File: src/ddr_rd_pkg.sv
// data path widths and DDR port structs; DDR_DATA_WD must be a whole multiple of AXI_DATA_WD
package ddr_rd_pkg;

    // ----------------------------------------------------------------------
    // widths
    // ----------------------------------------------------------------------
    parameter int DDR_DATA_WD = 512;                       // one DDR word
    parameter int AXI_DATA_WD = 128;                       // one AXI beat
    parameter int LANES       = DDR_DATA_WD / AXI_DATA_WD; // beats per DDR word
    parameter int DDR_ADDR_WD = 32;

    typedef logic [DDR_DATA_WD-1:0] ddr_word_t;

    // ----------------------------------------------------------------------
    // DDR read port
    // ----------------------------------------------------------------------
    // request side, held stable until rd_burst_finish
    typedef struct packed {
        logic [DDR_ADDR_WD-1:0] addr;  // byte address, block count times 8
        logic [9:0]             len;   // words per burst
    } ddr_rd_req_t;

    // return side, no back-pressure
    typedef struct packed {
        logic      valid;              // one word this cycle
        ddr_word_t data;
    } ddr_rd_ret_t;

endpackage

File: src/beat_unpacker.sv
// one-word unpacker, top lane goes out first; beat_take is only honoured while beat_valid is high
`timescale 1ns/100ps

module beat_unpacker (
    input  logic                                axi_clk,
    input  logic                                axi_rst_n,
    input  logic                                cfg_rst,
    input  ddr_rd_pkg::ddr_word_t               word,
    input  logic                                word_avail,
    output logic                                word_take,
    output logic                                credit_return,
    input  logic                                beat_take,
    output logic [ddr_rd_pkg::AXI_DATA_WD-1:0]  beat,
    output logic                                beat_valid
);
    import ddr_rd_pkg::*;

    localparam int LW = (LANES > 1) ? $clog2(LANES) : 1;

    ddr_word_t     hold;      // shifts left one lane per beat
    logic [LW-1:0] lane_cnt;
    logic          last_lane;
    logic          load;

    assign last_lane     = (lane_cnt == LW'(LANES - 1));
    assign load          = word_avail && (!beat_valid || (beat_take && last_lane));
    assign word_take     = load;
    assign credit_return = load;  // word has left the buffer
    assign beat          = hold[DDR_DATA_WD-1 -: AXI_DATA_WD];

    always_ff @(posedge axi_clk) begin
        if (load)
            hold <= word;
        else if (beat_take)
            hold <= hold << AXI_DATA_WD;
    end

    always_ff @(posedge axi_clk or negedge axi_rst_n) begin
        if (!axi_rst_n) begin
            beat_valid <= 1'b0;
            lane_cnt   <= '0;
        end else if (cfg_rst) begin
            beat_valid <= 1'b0;
            lane_cnt   <= '0;
        end else if (load) begin
            beat_valid <= 1'b1;
            lane_cnt   <= '0;
        end else if (beat_take) begin
            beat_valid <= !last_lane;  // empty after the bottom lane
            lane_cnt   <= last_lane ? '0 : lane_cnt + 1'b1;
        end
    end

endmodule

File: config.mk
export PLATFORM = sky130hd
export DESIGN_NAME = beat_unpacker
export DESIGN_NICKNAME = d
export VERILOG_FILES = /design/src/ddr_rd_pkg.sv /design/src/beat_unpacker.sv
export SDC_FILE = /design/constraint.sdc
export NUM_CORES = 1
export LEC_CHECK = 0
export ABC_AREA = 1
export BUFFER_PORTS_ARGS = -buffer_cell sky130_fd_sc_hd__clkbuf_2
export CAP_MARGIN = 10
export CORE_AREA = 2 2 251 253
export DETAILED_ROUTE_END_ITERATION = 8
export DIE_AREA = 0 0 253 255
export GPL_ROUTABILITY_DRIVEN = 0
export PLACE_DENSITY = 0.63
export SLEW_MARGIN = 15
export SYNTH_ARGS = -nofsm -noshare
export SYNTH_HDL_FRONTEND = slang
export SYNTH_SLANG_ARGS = --single-unit
File: constraint.sdc
create_clock -name axi_clk -period 12.8 [get_ports axi_clk]
set_input_delay 3.84 -clock axi_clk [delete_from_list [all_inputs] [get_ports axi_clk]]
set_output_delay 3.84 -clock axi_clk [all_outputs]
set_load 0.005 [all_outputs]
[After elaboration in Yosys (flattened, before gate mapping)]
Index checks and enable logic that the tools add are counted.
Word-level totals
  logic and storage cells: 21
  register bits: 515
  output and inout bits: 131
Operators by class
  multiplexer cells: 9
  reduce and logical (&&, ||, !) cells: 7
  equal/unequal tests: 1
  add/subtract/negate cells: 1
Operators by type and width (number)
  $mux W512: 2
  $mux W2: 4
  $mux W1: 3
  $reduce_bool A3 Y1: 1
  $add A2 B1 Y2 const B: 1
  $eq A2 B2 Y1 const B: 1
  $logic_and A1 B1 Y1: 2
  $logic_not A1 Y1: 2
  $reduce_bool A2 Y1: 1
  $logic_or A1 B1 Y1: 1

[Logic depth before layout (Yosys ltp)]
  word-level depth: 6
  depth in mapped cells: 9

[Worst setup path before layout]
No wires, ideal clock.
  path type: input port to flip-flop
  start: input beat_take
  end: register hold[0] (enable)
  setup time: 3.663 ns
  buffers on the path: 3
  arrival: 12.719 ns
  cell stages on the path: 7
  path slack: -3.582 ns
  cell sequence: nand2_1 -> nand2_2 -> nand2_1 -> buf_6 -> buf_6 -> buf_2 -> nand2_1
On the way
  word-level cells in the longest chain between the ends: 4
Ends and longest elaborated chain
  from (decl): line beat_unpacker.sv:12  | input logic beat_take,
  $logic_and A1 B1 Y1: line beat_unpacker.sv:26  | assign load = word_avail && (!beat_valid || (beat_take && last_lane));
  $logic_or A1 B1 Y1: line beat_unpacker.sv:26
  $logic_and A1 B1 Y1: line beat_unpacker.sv:26
  $reduce_bool A2 Y1 (no source line) *
  to (signal assigned): line beat_unpacker.sv:33  | hold <= word;
  to (signal assigned): line beat_unpacker.sv:35  | hold <= hold << AXI_DATA_WD;
  to (decl): line beat_unpacker.sv:20  | ddr_word_t hold;
Every way passes the cells marked *; elsewhere a longest branch is shown, timed or not.
A chain may end at the register's enable or synchronous reset.

[Final worst setup path]
  start: input beat_take
  end: output word_take
On the way
  word-level cells in the longest chain between the ends: 3
Ends and longest elaborated chain
  $logic_and A1 B1 Y1: line beat_unpacker.sv:26
  $logic_or A1 B1 Y1: line beat_unpacker.sv:26
  $logic_and A1 B1 Y1: line beat_unpacker.sv:26
  to (decl): line beat_unpacker.sv:10  | output logic word_take,
Every way passes these cells.

==> results.sh <==
export IMPL_outcome="completed"
export IMPL_wire_per_inst_um=17.11
export IMPL_gr_usage_met3=0.03722
export IMPL_drtPass1Iterations=5
export IMPL_antenna_found_initial=14
export IMPL_cts_hold_buf=0
export IMPL_worst_slack_ns=3.202
export IMPL_cts_tree="done"
export IMPL_slew_headroom=0.09622
export IMPL_peakVddDrop_v=0.0001046
export IMPL_preCtsSetupSlack_ns=3.176
export IMPL_cp_start_kind="input pin"
export IMPL_postCtsSetupBuffers=0
export IMPL_grtUsageTotal=0.1747
export IMPL_htreeDepth=2
export IMPL_placedCellCount=3401
export IMPL_wirelength_mm=60.16
export IMPL_fin_util=0.4429
export IMPL_cp_buffers_inverters=3
export IMPL_grt_max_degree=203
export IMPL_period_minus_slack_ns=9.598
export IMPL_hpwl_mm=40.26
export IMPL_num_vias=16630
export IMPL_syn_cell_area_um2=23000
export IMPL_initial_core_util=0.3700
export IMPL_fin_skew_ns=0.01919
export IMPL_path_class="in2out"
export IMPL_num_rows=92
export IMPL_cts_buffer_depth=3
export IMPL_final_cells=3517
export IMPL_grtUsageMet2=0.2854
export IMPL_coreArea_um2=62160
export IMPL_cts_buffers=56
export IMPL_clock_fmax_mhz=104.2
export IMPL_cts_resized=0
export IMPL_crit_top_cell="clkbuf_2"
export IMPL_drcViolationCount=0
export IMPL_cp_top_family="simple AND/OR/NAND/NOR gates"
export IMPL_rsz0062_at_grt="no"
export IMPL_finalSetupViolCount=0
export IMPL_cts_sinks=515
export IMPL_drive_above_1_share=0.2720
export IMPL_period_share=0.7498
export IMPL_grt_pass1_vias=15740
export IMPL_root_buffer="clkbuf_16"
export IMPL_ys_seq_area_frac=0.6718
export IMPL_synthCells=2215
export IMPL_drt_initial_drc_count=1154
export IMPL_gr_total_overflow=0
export IMPL_powerDensity_nw_per_um2=150.4
export IMPL_tns_ns=0
export IMPL_grt_use_met1=0.2248
export IMPL_synth_seq_cells=515
export IMPL_avgSynthCellArea_um2=10.38
export IMPL_crit_cells=6
export IMPL_reg2reg_depth=8
export IMPL_fp_dieH_um=255
export IMPL_worstMarginPinSlew_ns=1.356
export IMPL_min_path_type="reg2reg"
export IMPL_finalHoldViolations=0
export IMPL_clk_latency_ns=0.59
export IMPL_required_ns=8.96
export IMPL_path_cells="clkbuf_2 -> nand2_1 -> nand2_8 -> nand2_4 -> inv_1 -> clkbuf_2"
export IMPL_p_leak_nw=13.28
export IMPL_arrival_ns=5.76
export IMPL_crit_fanout=121
export IMPL_nets=3178
export IMPL_ys_warn_count=0
export IMPL_crit_path_end_kind="output port"
export IMPL_busiest_layer="met2"
export IMPL_maxCapViolations=0
export IMPL_antenna_left=0
export IMPL_grt_pass1_wl_mm=87.76
export IMPL_syn2layout_area_growth_pct=19.72
export IMPL_io_buffers=647
export IMPL_crit_path_max_incr_delay_ns=0.65
export IMPL_reg2reg_slack_ns=8.00
export IMPL_synth_cell_types=14
export IMPL_io_pins=648
export IMPL_syn_num_nets=2733
export IMPL_die_w_um=253
export IMPL_dieArea_um2=64520
export IMPL_vias_per_cell=4.730
export IMPL_slowest_stage="nand2_4"
export IMPL_final_max_slew_viol_count=0
export IMPL_min_path_cells=2
export IMPL_clk_pin_slew_ns=0.06
[worst register-to-register path: cells and delay by family, from the launching register on]
family                   cells  cell delay, ns
AND/OR/NAND/NOR              4            1.62
flip-flops                   1            0.40
adder cells (fa/ha/maj)      1            0.23
buffers and inverters        3            2.28
[final timing paths]
path,to,startpoint
worst max register to register,hold[54],lane_cnt[0]
worst max-delay path,word_take,beat_take
max in group asynchronous,lane_cnt[0],axi_rst_n
min in group asynchronous,lane_cnt[1],axi_rst_n
worst min-delay path,hold[240],hold[112]
worst min register to register,hold[240],hold[112]
[state kept, by name (all words and copies together), names as in the netlist]
name / cells
hold: 512
lane_cnt: 2
beat_valid: 1
[logic make-up after synthesis]
group	share of synthesized area
compound gates	0.0007618
fa+ha+maj	0.0005440
buf+inv	0.09515
flops	0.6718
simple gates	0.2318
[per-stage QoR]
step           cell area [um2]  hold WS, ns  total power [mW]
2_1_floorplan            23000       0.4874             2.489
3_3_place_gp             25740       0.4896             2.606
3_5_place_dp             25740       0.4932             2.618
4_1_cts                  27490       0.5017             4.187
5_1_grt                  27520       0.5220             4.317
6_report                 27530       0.5041             4.141
[routing by layer]
| layer | wire length, um | vias up |
|---|---|---|
| met5 | 23 | - |
| met4 | 2098 | 4 |
| met3 | 3673 | 123 |
| met2 | 29840 | 572 |
| met1 | 24530 | 7819 |
| li1 | - | 8116 |
[report_power, final]
| part | internal [mW] | leakage (nW) | switching [mW] |
|---|---|---|---|
| combinational | 0.168 | 7.07 | 0.272 |
| sequential | 2.08 | 5.37 | 0.0535 |
| clock | 0.910 | 0.846 | 0.653 |
| total | 3.16 | 13.3 | 0.978 |
[final cells by class]
| cell class | count | area (um2) |
|---|---|---|
| repair buffers | 658 | 3393 |
| clock buffers | 69 | 1471 |
| clock inverters | 31 | 277.8 |
| well taps | 799 | 999.7 |
| diodes | 16 | 40.04 |
| multi-input cells | 1295 | 5398 |
| inverters | 134 | 503.0 |
| fillers | 5981 | 34630 |
| flip-flops and latches | 515 | 15450 |
[cell usage in the layout (no fill, tap or decap), drive strengths merged, types with 2 or more instances in the layout]
cell type and instances:
clkbuf 715, diode 16, dfrtp 3, a21oi 2, nor2 130, nand2 776, bufinv 5, nand3 385
buf 12, inv 135, clkinv 22, edfxtp 512, clkinvlp 3
[cells in the mapped netlist, drive strengths merged]
cell    number  area share
a21oi        2     0.00044
a21boi       1     0.00033
nand2      776        0.13
buf        233       0.067
clkbuf      38      0.0062
dfrtp        3      0.0033
edfxtp     512        0.67
ha           1     0.00054
inv        134       0.022
nor2       130       0.021
nand3      385       0.084
(Power assumes the default switching activity.)
