<file path="config.mk">
export PLATFORM = sky130hd
export DESIGN_NAME = rd_irq_ctrl
export DESIGN_NICKNAME = d
export VERILOG_FILES = /design/src/ddr_rd_pkg.sv /design/src/axi_rd_pkg.sv /design/src/rd_irq_ctrl.sv
export SDC_FILE = /design/constraint.sdc
export NUM_CORES = 1
export LEC_CHECK = 0
export ABC_CLOCK_PERIOD_IN_PS = 2950
export CAP_MARGIN = 40
export CORE_MARGIN = 2
export CORE_UTILIZATION = 59
export DETAILED_ROUTE_END_ITERATION = 6
export DONT_BUFFER_PORTS = 1
export PLACE_DENSITY = 0.76
export RECOVER_POWER = 50
export SLEW_MARGIN = 15
export SYNTH_ARGS = -nofsm -noshare
export SYNTH_HDL_FRONTEND = slang
export SYNTH_SLANG_ARGS = --single-unit
</file>
<file path="constraint.sdc">
create_clock -name axi_clk -period 2.95 [get_ports axi_clk]
set_input_delay 0.1475 -clock axi_clk [delete_from_list [all_inputs] [get_ports axi_clk]]
set_output_delay 0.1475 -clock axi_clk [all_outputs]
set_load 0.02 [all_outputs]
</file>
<file path="src/ddr_rd_pkg.sv">
// data path widths and DDR port structs; DDR_DATA_WD must be a whole multiple of AXI_DATA_WD
package ddr_rd_pkg;

    // ----------------------------------------------------------------------
    // widths
    // ----------------------------------------------------------------------
    parameter int DDR_DATA_WD = 512;                       // one DDR word
    parameter int AXI_DATA_WD = 128;                       // one AXI beat
    parameter int LANES       = DDR_DATA_WD / AXI_DATA_WD; // beats per DDR word
    parameter int DDR_ADDR_WD = 32;

    typedef logic [DDR_DATA_WD-1:0] ddr_word_t;

    // ----------------------------------------------------------------------
    // DDR read port
    // ----------------------------------------------------------------------
    // request side, held stable until rd_burst_finish
    typedef struct packed {
        logic [DDR_ADDR_WD-1:0] addr;  // byte address, block count times 8
        logic [9:0]             len;   // words per burst
    } ddr_rd_req_t;

    // return side, no back-pressure
    typedef struct packed {
        logic      valid;              // one word this cycle
        ddr_word_t data;
    } ddr_rd_ret_t;

endpackage

</file>
<file path="src/axi_rd_pkg.sv">
// AXI4 read channel structs, reduced to the fields the slave uses; needs ddr_rd_pkg compiled first
package axi_rd_pkg;

    // read address, only length and address are carried
    typedef struct packed {
        logic [63:0] araddr;
        logic [7:0]  arlen;   // beats minus one
    } axi_ar_t;

    // read data, response and id are always okay and zero
    typedef struct packed {
        logic [ddr_rd_pkg::AXI_DATA_WD-1:0] rdata;
        logic                               rlast;
    } axi_r_t;

    typedef logic [31:0] irq_cnt_t;  // interrupt and beat accounting

endpackage

</file>
<file path="src/rd_irq_ctrl.sv">
// interrupt per IRQ_SIZE requested beats, checked at burst end; cfg_irq_clr_cnt of zero is not supported
`timescale 1ns/100ps

module rd_irq_ctrl #(
    parameter int IRQ_SIZE = 262144
) (
    input  logic                 axi_clk,
    input  logic                 axi_rst_n,
    input  logic                 cfg_rst,
    input  logic                 ar_accept,
    input  logic [7:0]           ar_len,
    input  logic                 burst_done,
    input  logic [6:0]           cfg_irq_clr_cnt,
    input  logic                 irq_clr,
    output logic                 irq_en,
    output axi_rd_pkg::irq_cnt_t irq_count
);
    import axi_rd_pkg::*;

    irq_cnt_t   beat_total;  // requested beats not yet reported
    logic       irq_trig;
    logic [6:0] clr_cnt;
    logic       clr_done;

    assign irq_trig = burst_done && (beat_total >= irq_cnt_t'(IRQ_SIZE));
    assign clr_done = (clr_cnt >= cfg_irq_clr_cnt);

    // ----------------------------------------------------------------------
    // beat accounting
    // ----------------------------------------------------------------------
    always_ff @(posedge axi_clk or negedge axi_rst_n) begin
        if (!axi_rst_n) begin
            beat_total <= '0;
            irq_count  <= '0;
        end else if (cfg_rst) begin
            beat_total <= '0;
            irq_count  <= '0;
        end else begin
            beat_total <= beat_total
                        + (ar_accept ? irq_cnt_t'(ar_len) + 1'b1 : '0)
                        - (irq_trig ? irq_cnt_t'(IRQ_SIZE) : '0);
            if (irq_trig)
                irq_count <= irq_count + 1'b1;
        end
    end

    // ----------------------------------------------------------------------
    // flag and clear pulses
    // ----------------------------------------------------------------------
    always_ff @(posedge axi_clk or negedge axi_rst_n) begin
        if (!axi_rst_n) begin
            irq_en  <= 1'b0;
            clr_cnt <= '0;
        end else if (cfg_rst) begin
            irq_en  <= 1'b0;
            clr_cnt <= '0;
        end else begin
            if (irq_trig)
                irq_en <= 1'b1;  // a new crossing wins over a clear
            else if (clr_done)
                irq_en <= 1'b0;
            if (clr_done)
                clr_cnt <= '0;
            else if (irq_clr)
                clr_cnt <= clr_cnt + 1'b1;
        end
    end

endmodule

</file>
## Word-level counts from Yosys, hierarchy flattened

Cells that the tools add are included.

| word-level totals | value |
|---|---|
| bits of input ports | 21 |
| register bits | 72 |

| operators by class | value |
|---|---|
| multiplexer cells | 11 |
| $lt $le $gt $ge | 2 |
| add/sub/neg operators | 5 |
| reduce and logical (&&, ||, !) cells | 4 |

Operator list:

| cell | count |
|---|---|
| 32-bit 2-to-1 mux | 3 |
| 32-bit by 1-bit adder with 32-bit output (second input constant) | 1 |
| 32-bit by 9-bit adder with 32-bit output | 1 |
| 32-bit by 19-bit greater-or-equal comparator with 1-bit output (second input constant) | 1 |
| 32-bit by 19-bit subtractor with 32-bit output | 1 |
| 7-bit 2-to-1 mux | 3 |
| 19-bit 2-to-1 mux | 1 |
| 8-bit by 1-bit adder with 9-bit output (second input constant) | 1 |
| 9-bit 2-to-1 mux | 1 |
| 7-bit by 1-bit adder with 7-bit output (second input constant) | 1 |
| 7-bit greater-or-equal comparator | 1 |
| 3-bit nonzero test | 2 |
| 1-bit 2-to-1 mux | 3 |
| 2-bit nonzero test | 1 |
| 1-bit logical AND | 1 |

## Depth between registers and ports, before layout

| logic depth | value |
|---|---|
| depth in word-level cells | 5 |
| gate-level depth with buffers | 14 |

## Worst setup path before layout

OpenSTA, ideal clock, no wires.

| timing path | value |
|---|---|
| kind | register to register |
| start point | register beat_total[28] |
| end point | register beat_total[27] |
| clock period less this slack | 3110 ps |
| path buffers | 0 |
| arrival | 2982 ps |
| stages on the path, launching flop included | 14 |
| path slack | -160 ps |
| cells stage by stage | dfrtp_1 > inv_1 > ha_1 > nand2b_1 > a21boi_0 > nor2_1 > ha_1 > ha_1 > nor3b_1 > and2_1 > a221o_1 > a21oi_1 > o21bai_1 > mux2_1 |

| between the ends | value |
|---|---|
| cells in the longest elaborated chain, start to end | 5 |

RTL lines:

| element | line | text |
|---|---|---|
| start, declared | rd_irq_ctrl.sv:20 | `irq_cnt_t beat_total;` |
| start signal, assigned | rd_irq_ctrl.sv:39 | `beat_total <= beat_total` |
| 32-bit by 19-bit greater-or-equal comparator with 1-bit output | rd_irq_ctrl.sv:25 | `assign irq_trig = burst_done && (beat_total >= irq_cnt_t'(IRQ_SIZE));` |
| 1-bit logical AND | rd_irq_ctrl.sv:25 |  |
| 19-bit 2-to-1 mux | rd_irq_ctrl.sv:41 | `- (irq_trig ? irq_cnt_t'(IRQ_SIZE) : '0);` |
| 32-bit by 19-bit subtractor with 32-bit output | rd_irq_ctrl.sv:41 |  |
| 32-bit 2-to-1 mux | rd_irq_ctrl.sv:35 | `end else if (cfg_rst) begin` |

No other way between the ends.
A chain may end at the register's enable or synchronous reset.

## Worst setup path after layout

| timing path | value |
|---|---|
| start point | register beat_total[21] |
| end point | register beat_total[27] |

| between the ends | value |
|---|---|
| cells in the longest elaborated chain, start to end | 5 |
| elaborated cells between the ends (all ways) | 6 |
| those cells by class | add/sub: 2; order compare: 1; mux: 2; reduce/logical: 1 |

RTL lines:

| element | line |
|---|---|
| 32-bit by 19-bit greater-or-equal comparator with 1-bit output | rd_irq_ctrl.sv:25 |
| 1-bit logical AND | rd_irq_ctrl.sv:25 |
| 19-bit 2-to-1 mux | rd_irq_ctrl.sv:41 |
| 32-bit by 19-bit subtractor with 32-bit output * | rd_irq_ctrl.sv:41 |
| 32-bit 2-to-1 mux * | rd_irq_ctrl.sv:35 |

Mark *: on every way between the ends. The rest lies on a longest branch, timed or not.

==> results.sh <==
export IMPL_use_met3_pct=4.646
export IMPL_final_cells=814
export IMPL_grt_max_degree=73
export IMPL_synthCells=643
export IMPL_firstDrtPassIters=4
export IMPL_diodes=0
export IMPL_yosysWarnings=0
export IMPL_critPathLaunchType="register"
export IMPL_finalCoreUtilization_pct=70.22
export IMPL_endpoint_kind="register"
export IMPL_timing_final_crit_share_pct=99.28
export IMPL_worst_pin_slew_ns=1.817
export IMPL_drtIter0Drc=406
export IMPL_grtUsageMet1_pct=30.26
export IMPL_async_flop_share_pct=100.0
export IMPL_synth_cell_types=60
export IMPL_overflow=0
export IMPL_htreeDepth=3
export IMPL_postRouteAntennaNets=0
export IMPL_drive_gt1_share_pct=16.22
export IMPL_worst_path_buf_inv=1
export IMPL_yosysSeqAreaShare_pct=32.49
export IMPL_slew_viol_final=73
export IMPL_clock_sinks=72
export IMPL_post_route_drc_count=0
export IMPL_initial_core_util_pct=60.30
export IMPL_antenna_found_initial=0
export IMPL_vias=4681
export IMPL_synth_main_ff_cell="dfrtp_1"
export IMPL_final_common_cell="nor2_1"
export IMPL_hold_viol_final=0
export IMPL_critPathMostFrequentCell="ha_4"
export IMPL_clockRootBuffer="clkbuf_8"
export IMPL_postSynthAreaPerCell_um2=8.624
export IMPL_layout_common_cells="87 x nor2_1, 72 x dfrtp_1, 62 x inv_1"
export IMPL_finalClockSkew_ns=0.01060
export IMPL_gr_usage_all_layers_pct=25.22
export IMPL_worst_path_max_delay_cell="dfrtp_1"
export IMPL_cts_inserted_buffers=9
export IMPL_grt_busiest_layer="met2"
export IMPL_critical_path_class="register to register"
export IMPL_hold_class="input port to register"
export IMPL_fin_tns_setup_ns=0
export IMPL_wire_per_inst_um=15.88
export IMPL_grt_met2_usage_pct=45.95
export IMPL_rows=35
export IMPL_pin_count=54
export IMPL_design_die_area_um2=10190
export IMPL_gp_congestion=0.8843
export IMPL_violations="max-capacitance violations, max-slew violations"
export IMPL_clk_pin_slew_ns=0.08
export IMPL_synth_area_um2=5545
export IMPL_dpl_hpwl_mm=8.882
export IMPL_status="complete, but fails checks"
export IMPL_crit_family="simple AND/OR/NAND/NOR gates"
export IMPL_rsz0062_at_grt="yes"
export IMPL_clkLatencyLatePin_ns=0.36
export IMPL_synth_edff_count=0
export IMPL_die_w_um=100.9
export IMPL_dp_cells=783
export IMPL_crit_fanout=6
export IMPL_viasPerCell=5.751
export IMPL_grt_pass1_wl_mm=20.69
export IMPL_clock_path_buffers=2
export IMPL_cpPeakStageDelay_ns=0.40
export IMPL_slew_headroom_pct=-21.11
export IMPL_fin_nets=783
export IMPL_fin_crit_ns=2.929
export IMPL_tritoncts="built"
export IMPL_routed_wl_mm=12.93
export IMPL_max_freq_mhz=341.4
export IMPL_critPathArrivalTime_ns=3.16
export IMPL_required_ns=3.18
export IMPL_coreArea_um2=9196
export IMPL_portBuffers=0
export IMPL_crit_chain="inv_2, ha_4, and4_4, a21oi_4, nor2_4, ha_4, ha_4, nor3b_4, and2_4, a221o_1, a21oi_2, o21bai_1, mux2_1"
export IMPL_ir_drop_mv=0.7698
export IMPL_power_density_nw_per_um2=1164
export IMPL_holdWs_ns=0.02706
export IMPL_p_leak_nw=3.152
export IMPL_syn_to_final_growth_pct=16.45
export IMPL_fp_dieH_um=100.9
export IMPL_setup_violations=0
export IMPL_syn_num_nets=728
export IMPL_ys_ff_latch=72
export IMPL_grt_pass1_vias=4631
export IMPL_cap_violations=1
==> state kept, by name, summed over array words and instances (netlist names) <==
name        cells
irq_count      32
beat_total     32
irq_en          1
clr_cnt         7
==> through the flow <==
stage	power (mW)	cell area (um2)	setup slack, ns
after floorplan	4.737	5564	0.0008176
after global placement	5.913	5964	-0.1362
after detailed placement	6.053	5964	-0.2153
after CTS	7.224	6342	0.002729
after global routing	8.101	6457	-0.06302
final	7.514	6457	0.02123
==> worst min-delay path, stage by stage <==
cell     delay, ns
nand2_1       0.05
xor2_1        0.06
nor2_1        0.08
==> synthesized netlist by cell type, drive strengths merged, types with 3 or more instances <==
master / instances / share of area [%]
a211oi: 6 / 0.81
a21o: 6 / 0.81
a21oi: 43 / 3.9
a31oi: 3 / 0.61
and2: 6 / 0.68
and3: 16 / 1.8
and4: 4 / 0.68
buf: 6 / 0.63
clkbuf: 9 / 0.61
dfrtp: 72 / 32
ha: 64 / 14
inv: 68 / 4.6
mux2: 4 / 0.88
nand2: 32 / 2.2
nand2b: 11 / 1.2
nand3: 24 / 2.2
nand3b: 3 / 0.41
nand4: 9 / 1.6
nor2: 88 / 6.0
nor2b: 18 / 2.0
nor3: 10 / 0.90
nor3b: 4 / 0.54
o211ai: 5 / 0.68
o21a: 10 / 1.4
o21ai: 25 / 2.3
o21bai: 6 / 0.88
o31ai: 3 / 0.50
o41ai: 3 / 1.2
or3: 6 / 0.68
xnor2: 25 / 3.9
xor2: 34 / 5.4
==> final cells by class <==
type / count / area [um2]
Inverter: 68 / 255.2
Tap cell: 111 / 138.9
Clock buffer: 9 / 123.9
Clock inverter: 7 / 102.6
Timing Repair Buffer: 59 / 465.4
Fill cell: 686 / 2739
Sequential cell: 72 / 1802
Multi-Input combinational cell: 488 / 3570
==> power breakdown <==
part | switching, mW | internal [mW] | leakage [nW]
clock network | 0.425 | 0.488 | 0.116
logic | 2.81 | 2.46 | 2.07
registers | 0.140 | 1.20 | 0.966
total | 3.37 | 4.14 | 3.15
==> layer usage <==
metal  up-vias  part of all wire (%)
met3        28                   5.1
met4         0                   2.0
met1      2210                    42
li1       2300                     -
met5         -                     0
met2       143                    51
==> worst paths after layout <==
path	from	to	slack, ns	cells past startpoint
min in group asynchronous	axi_rst_n	irq_count[11]	0.87	2
max reg2reg	beat_total[21]	beat_total[27]	0.02	13
max	beat_total[21]	beat_total[27]	0.02	13
min	irq_clr	clr_cnt[2]	0.03	3
max in group asynchronous	axi_rst_n	beat_total[10]	1.03	2
min reg2reg	clr_cnt[6]	clr_cnt[6]	0.57	2
==> cell families after synthesis <==
group | after synthesis | synth area share, %
simple gates | 235 | 21.41
fa+ha+maj | 64 | 14.44
compound gates | 124 | 15.25
xor+xnor | 59 | 9.319
mux | 6 | 1.241
buf+inv | 83 | 5.844
flops | 72 | 32.49
==> what timing repair did <==
action / CTS / global route
cloned: 0 / 0
hold buffers: 4 / 0
setup buffers: 5 / 6
endpoints found under the hold margin: 135 / 0
pin swaps: 3 / 12
endpoints found under the setup margin: 4 / 6
resized for setup: 6 / 24
Power figures use the tool's default switching activity.
