## config.mk

```make
export PLATFORM = sky130hd
export DESIGN_NAME = axi_rd_slave
export DESIGN_NICKNAME = d
export VERILOG_FILES = /design/src/ddr_rd_pkg.sv /design/src/axi_rd_pkg.sv /design/src/axi_rd_slave.sv
export SDC_FILE = /design/constraint.sdc
export NUM_CORES = 1
export LEC_CHECK = 0
export BUFFER_PORTS_ARGS = -buffer_cell sky130_fd_sc_hd__buf_2
export CAP_MARGIN = 20
export CORE_AREA = 2 2 130 132
export CTS_CLUSTER_DIAMETER = 40
export CTS_CLUSTER_SIZE = 30
export DETAILED_ROUTE_END_ITERATION = 12
export DIE_AREA = 0 0 132 134
export SYNTH_ARGS = -nofsm -noshare
export SYNTH_HDL_FRONTEND = slang
export SYNTH_SLANG_ARGS = --single-unit
```

## constraint.sdc

```tcl
create_clock -name axi_clk -period 2 [get_ports axi_clk]
set_input_delay 0.5 -clock axi_clk [delete_from_list [all_inputs] [get_ports axi_clk]]
set_output_delay 0.5 -clock axi_clk [all_outputs]
set_load 0.01 [all_outputs]
```

## src/ddr_rd_pkg.sv

```systemverilog
// data path widths and DDR port structs; DDR_DATA_WD must be a whole multiple of AXI_DATA_WD
package ddr_rd_pkg;

    // ----------------------------------------------------------------------
    // widths
    // ----------------------------------------------------------------------
    parameter int DDR_DATA_WD = 512;                       // one DDR word
    parameter int AXI_DATA_WD = 128;                       // one AXI beat
    parameter int LANES       = DDR_DATA_WD / AXI_DATA_WD; // beats per DDR word
    parameter int DDR_ADDR_WD = 32;

    typedef logic [DDR_DATA_WD-1:0] ddr_word_t;

    // ----------------------------------------------------------------------
    // DDR read port
    // ----------------------------------------------------------------------
    // request side, held stable until rd_burst_finish
    typedef struct packed {
        logic [DDR_ADDR_WD-1:0] addr;  // byte address, block count times 8
        logic [9:0]             len;   // words per burst
    } ddr_rd_req_t;

    // return side, no back-pressure
    typedef struct packed {
        logic      valid;              // one word this cycle
        ddr_word_t data;
    } ddr_rd_ret_t;

endpackage

```

## src/axi_rd_pkg.sv

```systemverilog
// AXI4 read channel structs, reduced to the fields the slave uses; needs ddr_rd_pkg compiled first
package axi_rd_pkg;

    // read address, only length and address are carried
    typedef struct packed {
        logic [63:0] araddr;
        logic [7:0]  arlen;   // beats minus one
    } axi_ar_t;

    // read data, response and id are always okay and zero
    typedef struct packed {
        logic [ddr_rd_pkg::AXI_DATA_WD-1:0] rdata;
        logic                               rlast;
    } axi_r_t;

    typedef logic [31:0] irq_cnt_t;  // interrupt and beat accounting

endpackage

```

## src/axi_rd_slave.sv

```systemverilog
// AXI4 read slave, single outstanding burst, INCR assumed, rresp and rid left to the system
`timescale 1ns/100ps

module axi_rd_slave (
    input  logic                                axi_clk,
    input  logic                                axi_rst_n,
    input  logic                                cfg_rst,
    input  axi_rd_pkg::axi_ar_t                 s_axi_ar,
    input  logic                                s_axi_arvalid,
    output logic                                s_axi_arready,
    output axi_rd_pkg::axi_r_t                  s_axi_r,
    output logic                                s_axi_rvalid,
    input  logic                                s_axi_rready,
    input  logic [ddr_rd_pkg::AXI_DATA_WD-1:0]  beat,
    input  logic                                beat_valid,
    output logic                                beat_take,
    output logic                                ar_accept,
    output logic                                burst_done
);

    logic       active;    // burst in progress
    logic [7:0] arlen_q;
    logic [7:0] beat_cnt;
    logic       last_beat;

    // ----------------------------------------------------------------------
    // handshakes
    // ----------------------------------------------------------------------
    assign s_axi_arready = beat_valid && !active;  // only with data waiting
    assign s_axi_rvalid  = beat_valid && active;
    assign last_beat     = (beat_cnt == arlen_q);
    assign s_axi_r       = '{rdata: beat, rlast: last_beat};

    assign ar_accept  = s_axi_arvalid && s_axi_arready;
    assign beat_take  = s_axi_rvalid && s_axi_rready;
    assign burst_done = beat_take && last_beat;

    always_ff @(posedge axi_clk or negedge axi_rst_n) begin
        if (!axi_rst_n) begin
            active   <= 1'b0;
            arlen_q  <= '0;
            beat_cnt <= '0;
        end else if (cfg_rst) begin
            active   <= 1'b0;
            arlen_q  <= '0;
            beat_cnt <= '0;
        end else if (ar_accept) begin
            active   <= 1'b1;
            arlen_q  <= s_axi_ar.arlen;
            beat_cnt <= '0;
        end else if (burst_done) begin
            active   <= 1'b0;
            beat_cnt <= '0;
        end else if (beat_take) begin
            beat_cnt <= beat_cnt + 1'b1;
        end
    end

endmodule

```

After elaboration in Yosys (flattened, before gate mapping)
Cells that the tools add are included.
- memories kept: 0
- register bits: 17
- word-level logic and storage cells: 23
- output and inout port bits: 134
- ROM bits: 0
- input port bits: 206
- latch bits: 0
- bits in writable memories: 0
- shifts and indexed selects: 0
- mux-type cells: 9
- equal/unequal tests: 1
- bitwise gates (word level): 0
- multipliers: 0
- reductions and logical operators: 9
- magnitude comparators: 0
- add/sub/neg operators: 1
- divide/modulo/power cells: 0
- operators with widths (operator ; number):
    8-bit two-way mux ; 6
    8-bit by 1-bit adder with 8-bit output (second input constant) ; 1
    8-bit equality test ; 1
    1-bit logical AND ; 5
    4-bit nonzero test ; 1
    1-bit two-way mux ; 3
    3-bit nonzero test ; 1
    2-bit nonzero test ; 1
    1-bit logical NOT ; 1

Logic depth before layout (Yosys ltp)
Gate-level depths: netlist of run 1.
- depth after elaboration: 6
- mapped depth: 6
- mapped depth without buffers: 6

Worst setup path after synthesis of run 1
OpenSTA, ideal clock, no wires.
- path kind: reg-to-output
- start point: reg beat_cnt[0]
- end point: out burst_done
- data arrival time: 1.105 ns
- path buffers: 0
- data required time: 1.500 ns
- slack: 0.395 ns
- stages on the path, launching flop included: 4
- path through: dfrtp_1 xnor2_1 nand4_1 nor3_1
- word-level cells in the longest chain between the ends: 2
- RTL lines (element ; RTL line ; source):
    from (decl) ; axi_rd_slave.sv:23 ; logic [7:0] beat_cnt;
    from (signal assigned) ; axi_rd_slave.sv:55 ; beat_cnt <= beat_cnt + 1'b1;
    8-bit equality test ; axi_rd_slave.sv:31 ; assign last_beat = (beat_cnt == arlen_q);
    1-bit logical AND ; axi_rd_slave.sv:36 ; assign burst_done = beat_take && last_beat;
    to (decl) ; axi_rd_slave.sv:18 ; output logic burst_done
No other way between the ends.

Final worst setup path of run 1
Ends and elaborated chain as after synthesis.

==> results of run 1 <==
## path summary, 6_finish.rpt
check	startpoint	to	slack [ps]
max in group asynchronous	axi_rst_n	beat_cnt[0]	1530
setup / recovery	beat_cnt[0]	burst_done	100
hold / removal	axi_rst_n	beat_cnt[7]	170
hold reg to reg	arlen_q[1]	arlen_q[1]	540
min in group axi_clk	s_axi_ar[7]	arlen_q[7]	510
setup reg to reg	beat_cnt[0]	beat_cnt[6]	400
## cells in the final DEF (no fill, tap or decap), types with 2 or more instances in the layout
| master | synthesis | final |
|---|---|---|
| xnor2_1 | 8 | 8 |
| a21oi_2 | 2 | 2 |
| buf_4 | 129 | 7 |
| nand4_1 | 2 | 2 |
| nand2_1 | 21 | 21 |
| clkbuf_16 | 0 | 3 |
| or3_1 | 2 | 2 |
| nor2_1 | 5 | 5 |
| dfrtp_1 | 17 | 15 |
| a21oi_1 | 14 | 14 |
| o21ai_0 | 4 | 4 |
| o31ai_1 | 2 | 2 |
| inv_1 | 2 | 2 |
| a21boi_0 | 2 | 2 |
| buf_2 | 0 | 19 |
| dfrtp_2 | 0 | 2 |
| and4_1 | 3 | 3 |
| xor2_1 | 2 | 2 |
## registers in the layout, summed over array words and instances (netlist names)
| name | cells |
|---|---|
| active | 1 |
| arlen_q | 8 |
| beat_cnt | 8 |
## cell families after synthesis
group | count (synthesis) | synth area share, %
and+or+nand+nor | 41 | 11.1
muxes | 1 | 0.793
buffers and inverters | 133 | 52.0
DFF | 17 | 22.5
AOI/OAI and AO/OA | 26 | 8.33
xor gates and xnor gates | 10 | 4.63
adders and majority gates | 1 | 0.661
## timing repair
action / CTS / global route
setup endpoints to repair: 2 / 1
pin swaps: 1 / 2
buffers inserted: 1 / 0
resized for setup: 0 / 3
## where the power goes
| group | internal [W] | total, W | switching (W) | leakage [nW] |
|---|---|---|---|---|
| registers | 0.000353 | 0.000361 | 0.00000746 | 0.231 |
| logic | 0.0000512 | 0.000122 | 0.0000710 | 0.256 |
| clock network | 0.000271 | 0.000404 | 0.000134 | 0.0382 |
| total | 0.000675 | 0.000887 | 0.000212 | 0.525 |
## critical path, cell delays in order (launching register included)
cell     delay, ps
dfrtp_2        450
xnor2_1        150
nand4_1        220
nor3_2         180
buf_2          150
## stage by stage
step           instances  util [%]  area, sq um
2_1_floorplan        229         -         1890
3_3_place_gp         344      8.20         1340
3_5_place_dp         344      8.20         1340
4_1_cts              349      8.73         1420
5_1_grt              349      8.77         1430
6_report             349      8.77         1430
## routing by layer
metal	share of wire, %	vias up
li1	-	410
met1	36	414
met2	44	85
met3	12	48
met4	7.6	0
met5	0	-
## cell type report
class                      instances  share of cell area (%)
tap                              220                    19.3
inverter                           3                   0.788
multi-input combinational         79                    34.2
sequential                        17                    29.9
clock buffer                       4                    5.52
timing repair buffer              26                    10.3
==> results.ini, run 1 <==
[worst_setup_path]
worstSetupEndpointType = primary output
reg2regPathDepth = 6
worst_setup_path_start_kind = flop
critPathKind = flop to primary output
required_ps = 1500
path_max_fanout = 6
arrival_ps = 1400

[grt]
grt_util_met2_pct = 6.02
grt_util_met3_pct = 2.12
met1_usage_pct = 4.25
antenna_found_initial = 0
grt_usage_pct = 4.22
busiest_layer = met2
overflow = 0
grt_pass1_wl_um = 5640
grt_max_degree = 18
grt_pass1_vias = 994

[synthesis]
yosysMostFrequentCell = buf_4
synth-edff-count = 0
yosys-top-cells-count = buf_4 (129), nand2_1 (21), dfrtp_1 (17)
ys.flop_type = dfrtp_1
syn-cell-area_sq_um = 1890
ys_seq_area_share_pct = 22.5
synthTopCellsByArea = buf_4 (51%), dfrtp_1 (22%), nand2_1 (4.2%)
yosys.area.top_type = buf_4
ys_ff_latch = 17
synth_area_per_cell_sq_um = 8.26
netlist_instances = 229
synth.distinct_cells = 29
yosysTopAreaCellShare_pct = 51.2
synth_warnings = 0
async_flop_share_pct = 100
syn_nets = 436

[floorplan]
fp-row-count = 47
start_util_pct = 11.6
core_area_sq_um = 16300
die_h_um = 134
ios = 340
dieWidth_um = 132
dieArea_sq_um = 17700

[timing]
holdWs_ps = 172
period_needed_ps = 1900
slew_viol_final = 0
setup_viol = 0
fin_ws_ps = 99.1
finalHoldViolCount = 0
worstMarginPinSlew_ps = 392
maxSlewHeadroom_pct = 73.8
tns_ps = 0
final.period_utilization_pct = 95.0
rsz0062_at_grt = no
fmax_mhz = 526
fin_skew_ps = 2.46

[place]
portBuffers = 19
routabilityCongestion = 0.650
dp_hpwl_um = 3130
dpl_worst_slack_ps = 158

[pwr]
power_leakage_nw = 0.525
p_per_area_nw_per_um2 = 621
power_w = 0.000887
ir_drop_uv = 246

[finish]
multiInputGateArea_sq_um = 488
layout-drive-gt1-share_pct = 33.3
num_antenna_cells = 0
area_growth_pct = -24.5
layout.nets = 337
ff_latch_area_sq_um = 428
fillers = 1899

[cts]
cts_buffers = 3
clock_path_buffers = 2
path_clk_slew_ps = 50
insertion_delay_ps = 250
cts_sinks = 17
h-tree-depth = 1
cts_tree = done
root_buffer = clkbuf_16
hold_buffers = 0

[route]
postRouteAntennaNets = 0
avgRoutedWirePerCell_um = 11.0
drt_iter0_markers = 15
vias_per_cell = 2.74
drcViolationCount = 0
via_count = 957
first_pass_iters = 3
wirelength_um = 3830

[outcome]
status = finished clean

[worst_hold_path]
hold_class = input port to async pin

[run]
cap_violations = 0

Power figures use the tool's default switching activity.
==> inputs of run 2 (changes only) <==
--- a/config.mk
+++ b/config.mk
@@ -14,2 +14,3 @@
 export DIE_AREA = 0 0 132 134
+export HOLD_SLACK_MARGIN = 0.02
 export SYNTH_ARGS = -nofsm -noshare
==> constraint.sdc (replaced) <==
create_clock -name axi_clk -period 2 [get_ports axi_clk]
set_input_delay 0.4 -clock axi_clk [delete_from_list [all_inputs] [get_ports axi_clk]]
set_output_delay 0.4 -clock axi_clk [all_outputs]
set_load 0.01 [all_outputs]
==> run 2 against run 1 <==
Net effect:
- maximum frequency hardly changed
- core utilization is 0.10 points lower
- worst setup slack worse by 1.8 ps
- clock power is 1% higher
- die area stayed put
- non-clock buffer count is 2 lower
- largest cell class unchanged
- sequential cell count stayed put
- cell count is 0.57% lower
==> results.ini, run 2 (synthesized netlist as in run 1, its figures left out) <==
[outcome]
status = finished clean

[grt]
antenna_found_initial = 0
overflow = 0
grt_pass1_vias = 1037
grt_max_degree = 18
grt_pass1_wl_um = 5790
grt_usage_pct = 4.35

[timing]
worstMarginPinSlew_ps = 587
slew_viol_final = 0
maxSlewHeadroom_pct = 60.6
setup_viol = 0
fin_skew_ps = 3.77
period_needed_ps = 1900
tns_ps = 0
final.period_utilization_pct = 95.1
finalHoldViolCount = 0
fmax_mhz = 526

[place]
routabilityCongestion = 0.633
portBuffers = 19
placed_cells = 340
dp_hpwl_um = 3130
placed_cell_area_sq_um = 1310

[cts]
insertion_delay_ps = 250
root_buffer = clkbuf_16
h-tree-depth = 1
path_clk_slew_ps = 50
clock_path_buffers = 2
cts_buffers = 3
cts_sinks = 17
cts_tree = done

[finish]
num_antenna_cells = 0
mostFrequentLayoutCells = nand2_1 (21), buf_2 (19), dfrtp_1 (17), a21oi_1 (14), xnor2_1 (8)
layout.nets = 335
fin_area_sq_um = 1410
fin_cells = 347
top_regs = arlen_q: 8 flops, beat_cnt: 8 flops, active: 1 flops
mostFrequentLayoutCell = nand2_1
area_growth_pct = -25.3
layout-drive-gt1-share_pct = 31.5

[floorplan]
core_area_sq_um = 16300
fp-row-count = 47
dieWidth_um = 132
die_h_um = 134
start_util_pct = 11.6
ios = 340
dieArea_sq_um = 17700

[worst_setup_path]
worst_setup_path_start_kind = flop
path_max_fanout = 6
critPathKind = flop to primary output
arrival_ps = 1500
worstSetupEndpointType = primary output
required_ps = 1600

[route]
via_count = 978
drt_iter0_markers = 6
wirelength_um = 3890
drcViolationCount = 0
vias_per_cell = 2.82
first_pass_iters = 4
avgRoutedWirePerCell_um = 11.2
postRouteAntennaNets = 0

[run]
cap_violations = 0

[pwr]
p_per_area_nw_per_um2 = 631
ir_drop_uv = 206
power_leakage_nw = 0.523

[worst_hold_path]
hold_class = input port to async pin

==> run 2: cell count changes in the layout (fill, tap and decap cells not counted), sizes merged <==
cell and change:
buf -2, clkinv +1, clkbuf -1
==> run 2: metrics by stage <==
stage	hold WS (ps)	total power [W]	util [%]	setup WS (ps)
6_report	69.3	0.000891	8.67	97.3
5_1_grt	97.5	0.000930	8.67	-5.97
4_1_cts	85.8	0.000891	8.55	42.0
2_1_floorplan	104	0.000691	-	495
3_3_place_gp	350	0.000478	8.01	257
3_5_place_dp	351	0.000478	8.01	244
==> run 2: layout make-up <==
class,instances,area (sq um)
clock buffer,3,75.1
clock inverter,1,5.00
fill,1901,14900
inverter,3,11.3
multi-input combinational,79,488
sequential,17,425
tap,220,275
timing repair buffer,24,133
==> run 2: final timing paths <==
kind	depth (start not counted)	end	slack, ps	startpoint
max in group asynchronous	1	beat_cnt[6]	1650	axi_rst_n
max	4	burst_done	100	beat_cnt[3]
min	1	beat_cnt[2]	70	axi_rst_n
min reg2reg	2	arlen_q[5]	540	arlen_q[5]
max reg2reg	5	beat_cnt[3]	150	beat_cnt[0]
min in group axi_clk	3	arlen_q[5]	400	s_axi_ar[5]
==> run 2: repair_timing <==
item,CTS,global route
pin swaps,1,2
endpoints found under the setup margin,1,1
cloned,0,0
hold endpoints to repair,0,0
gates resized for setup,0,1
buffers inserted,1,2
hold buffers,0,0
==> run 2: layer usage <==
metal / wire (um) / track usage [%] / part of all wire (%) / up-vias
met1: 1360 / 4.00 / 35 / 433
met5: 0 / 0 / 0 / -
met4: 295 / 4.89 / 7.6 / 0
met2: 1790 / 6.63 / 46 / 89
met3: 453 / 2.19 / 12 / 48
li1: - / - / - / 408
==> run 2: power breakdown <==
part           switching [W]  leakage (nW)  internal [W]
clock               0.000140        0.0409      0.000268
sequential        0.00000746         0.234      0.000353
combinational      0.0000719         0.248     0.0000505
total               0.000219         0.523      0.000672
==> run 2: worst max-delay path: stages, from the launching register on <==
cell and delay [ps]:
dfrtp_1 460, xnor2_1 180, nand4_1 230, nor3_2 230, buf_2 160
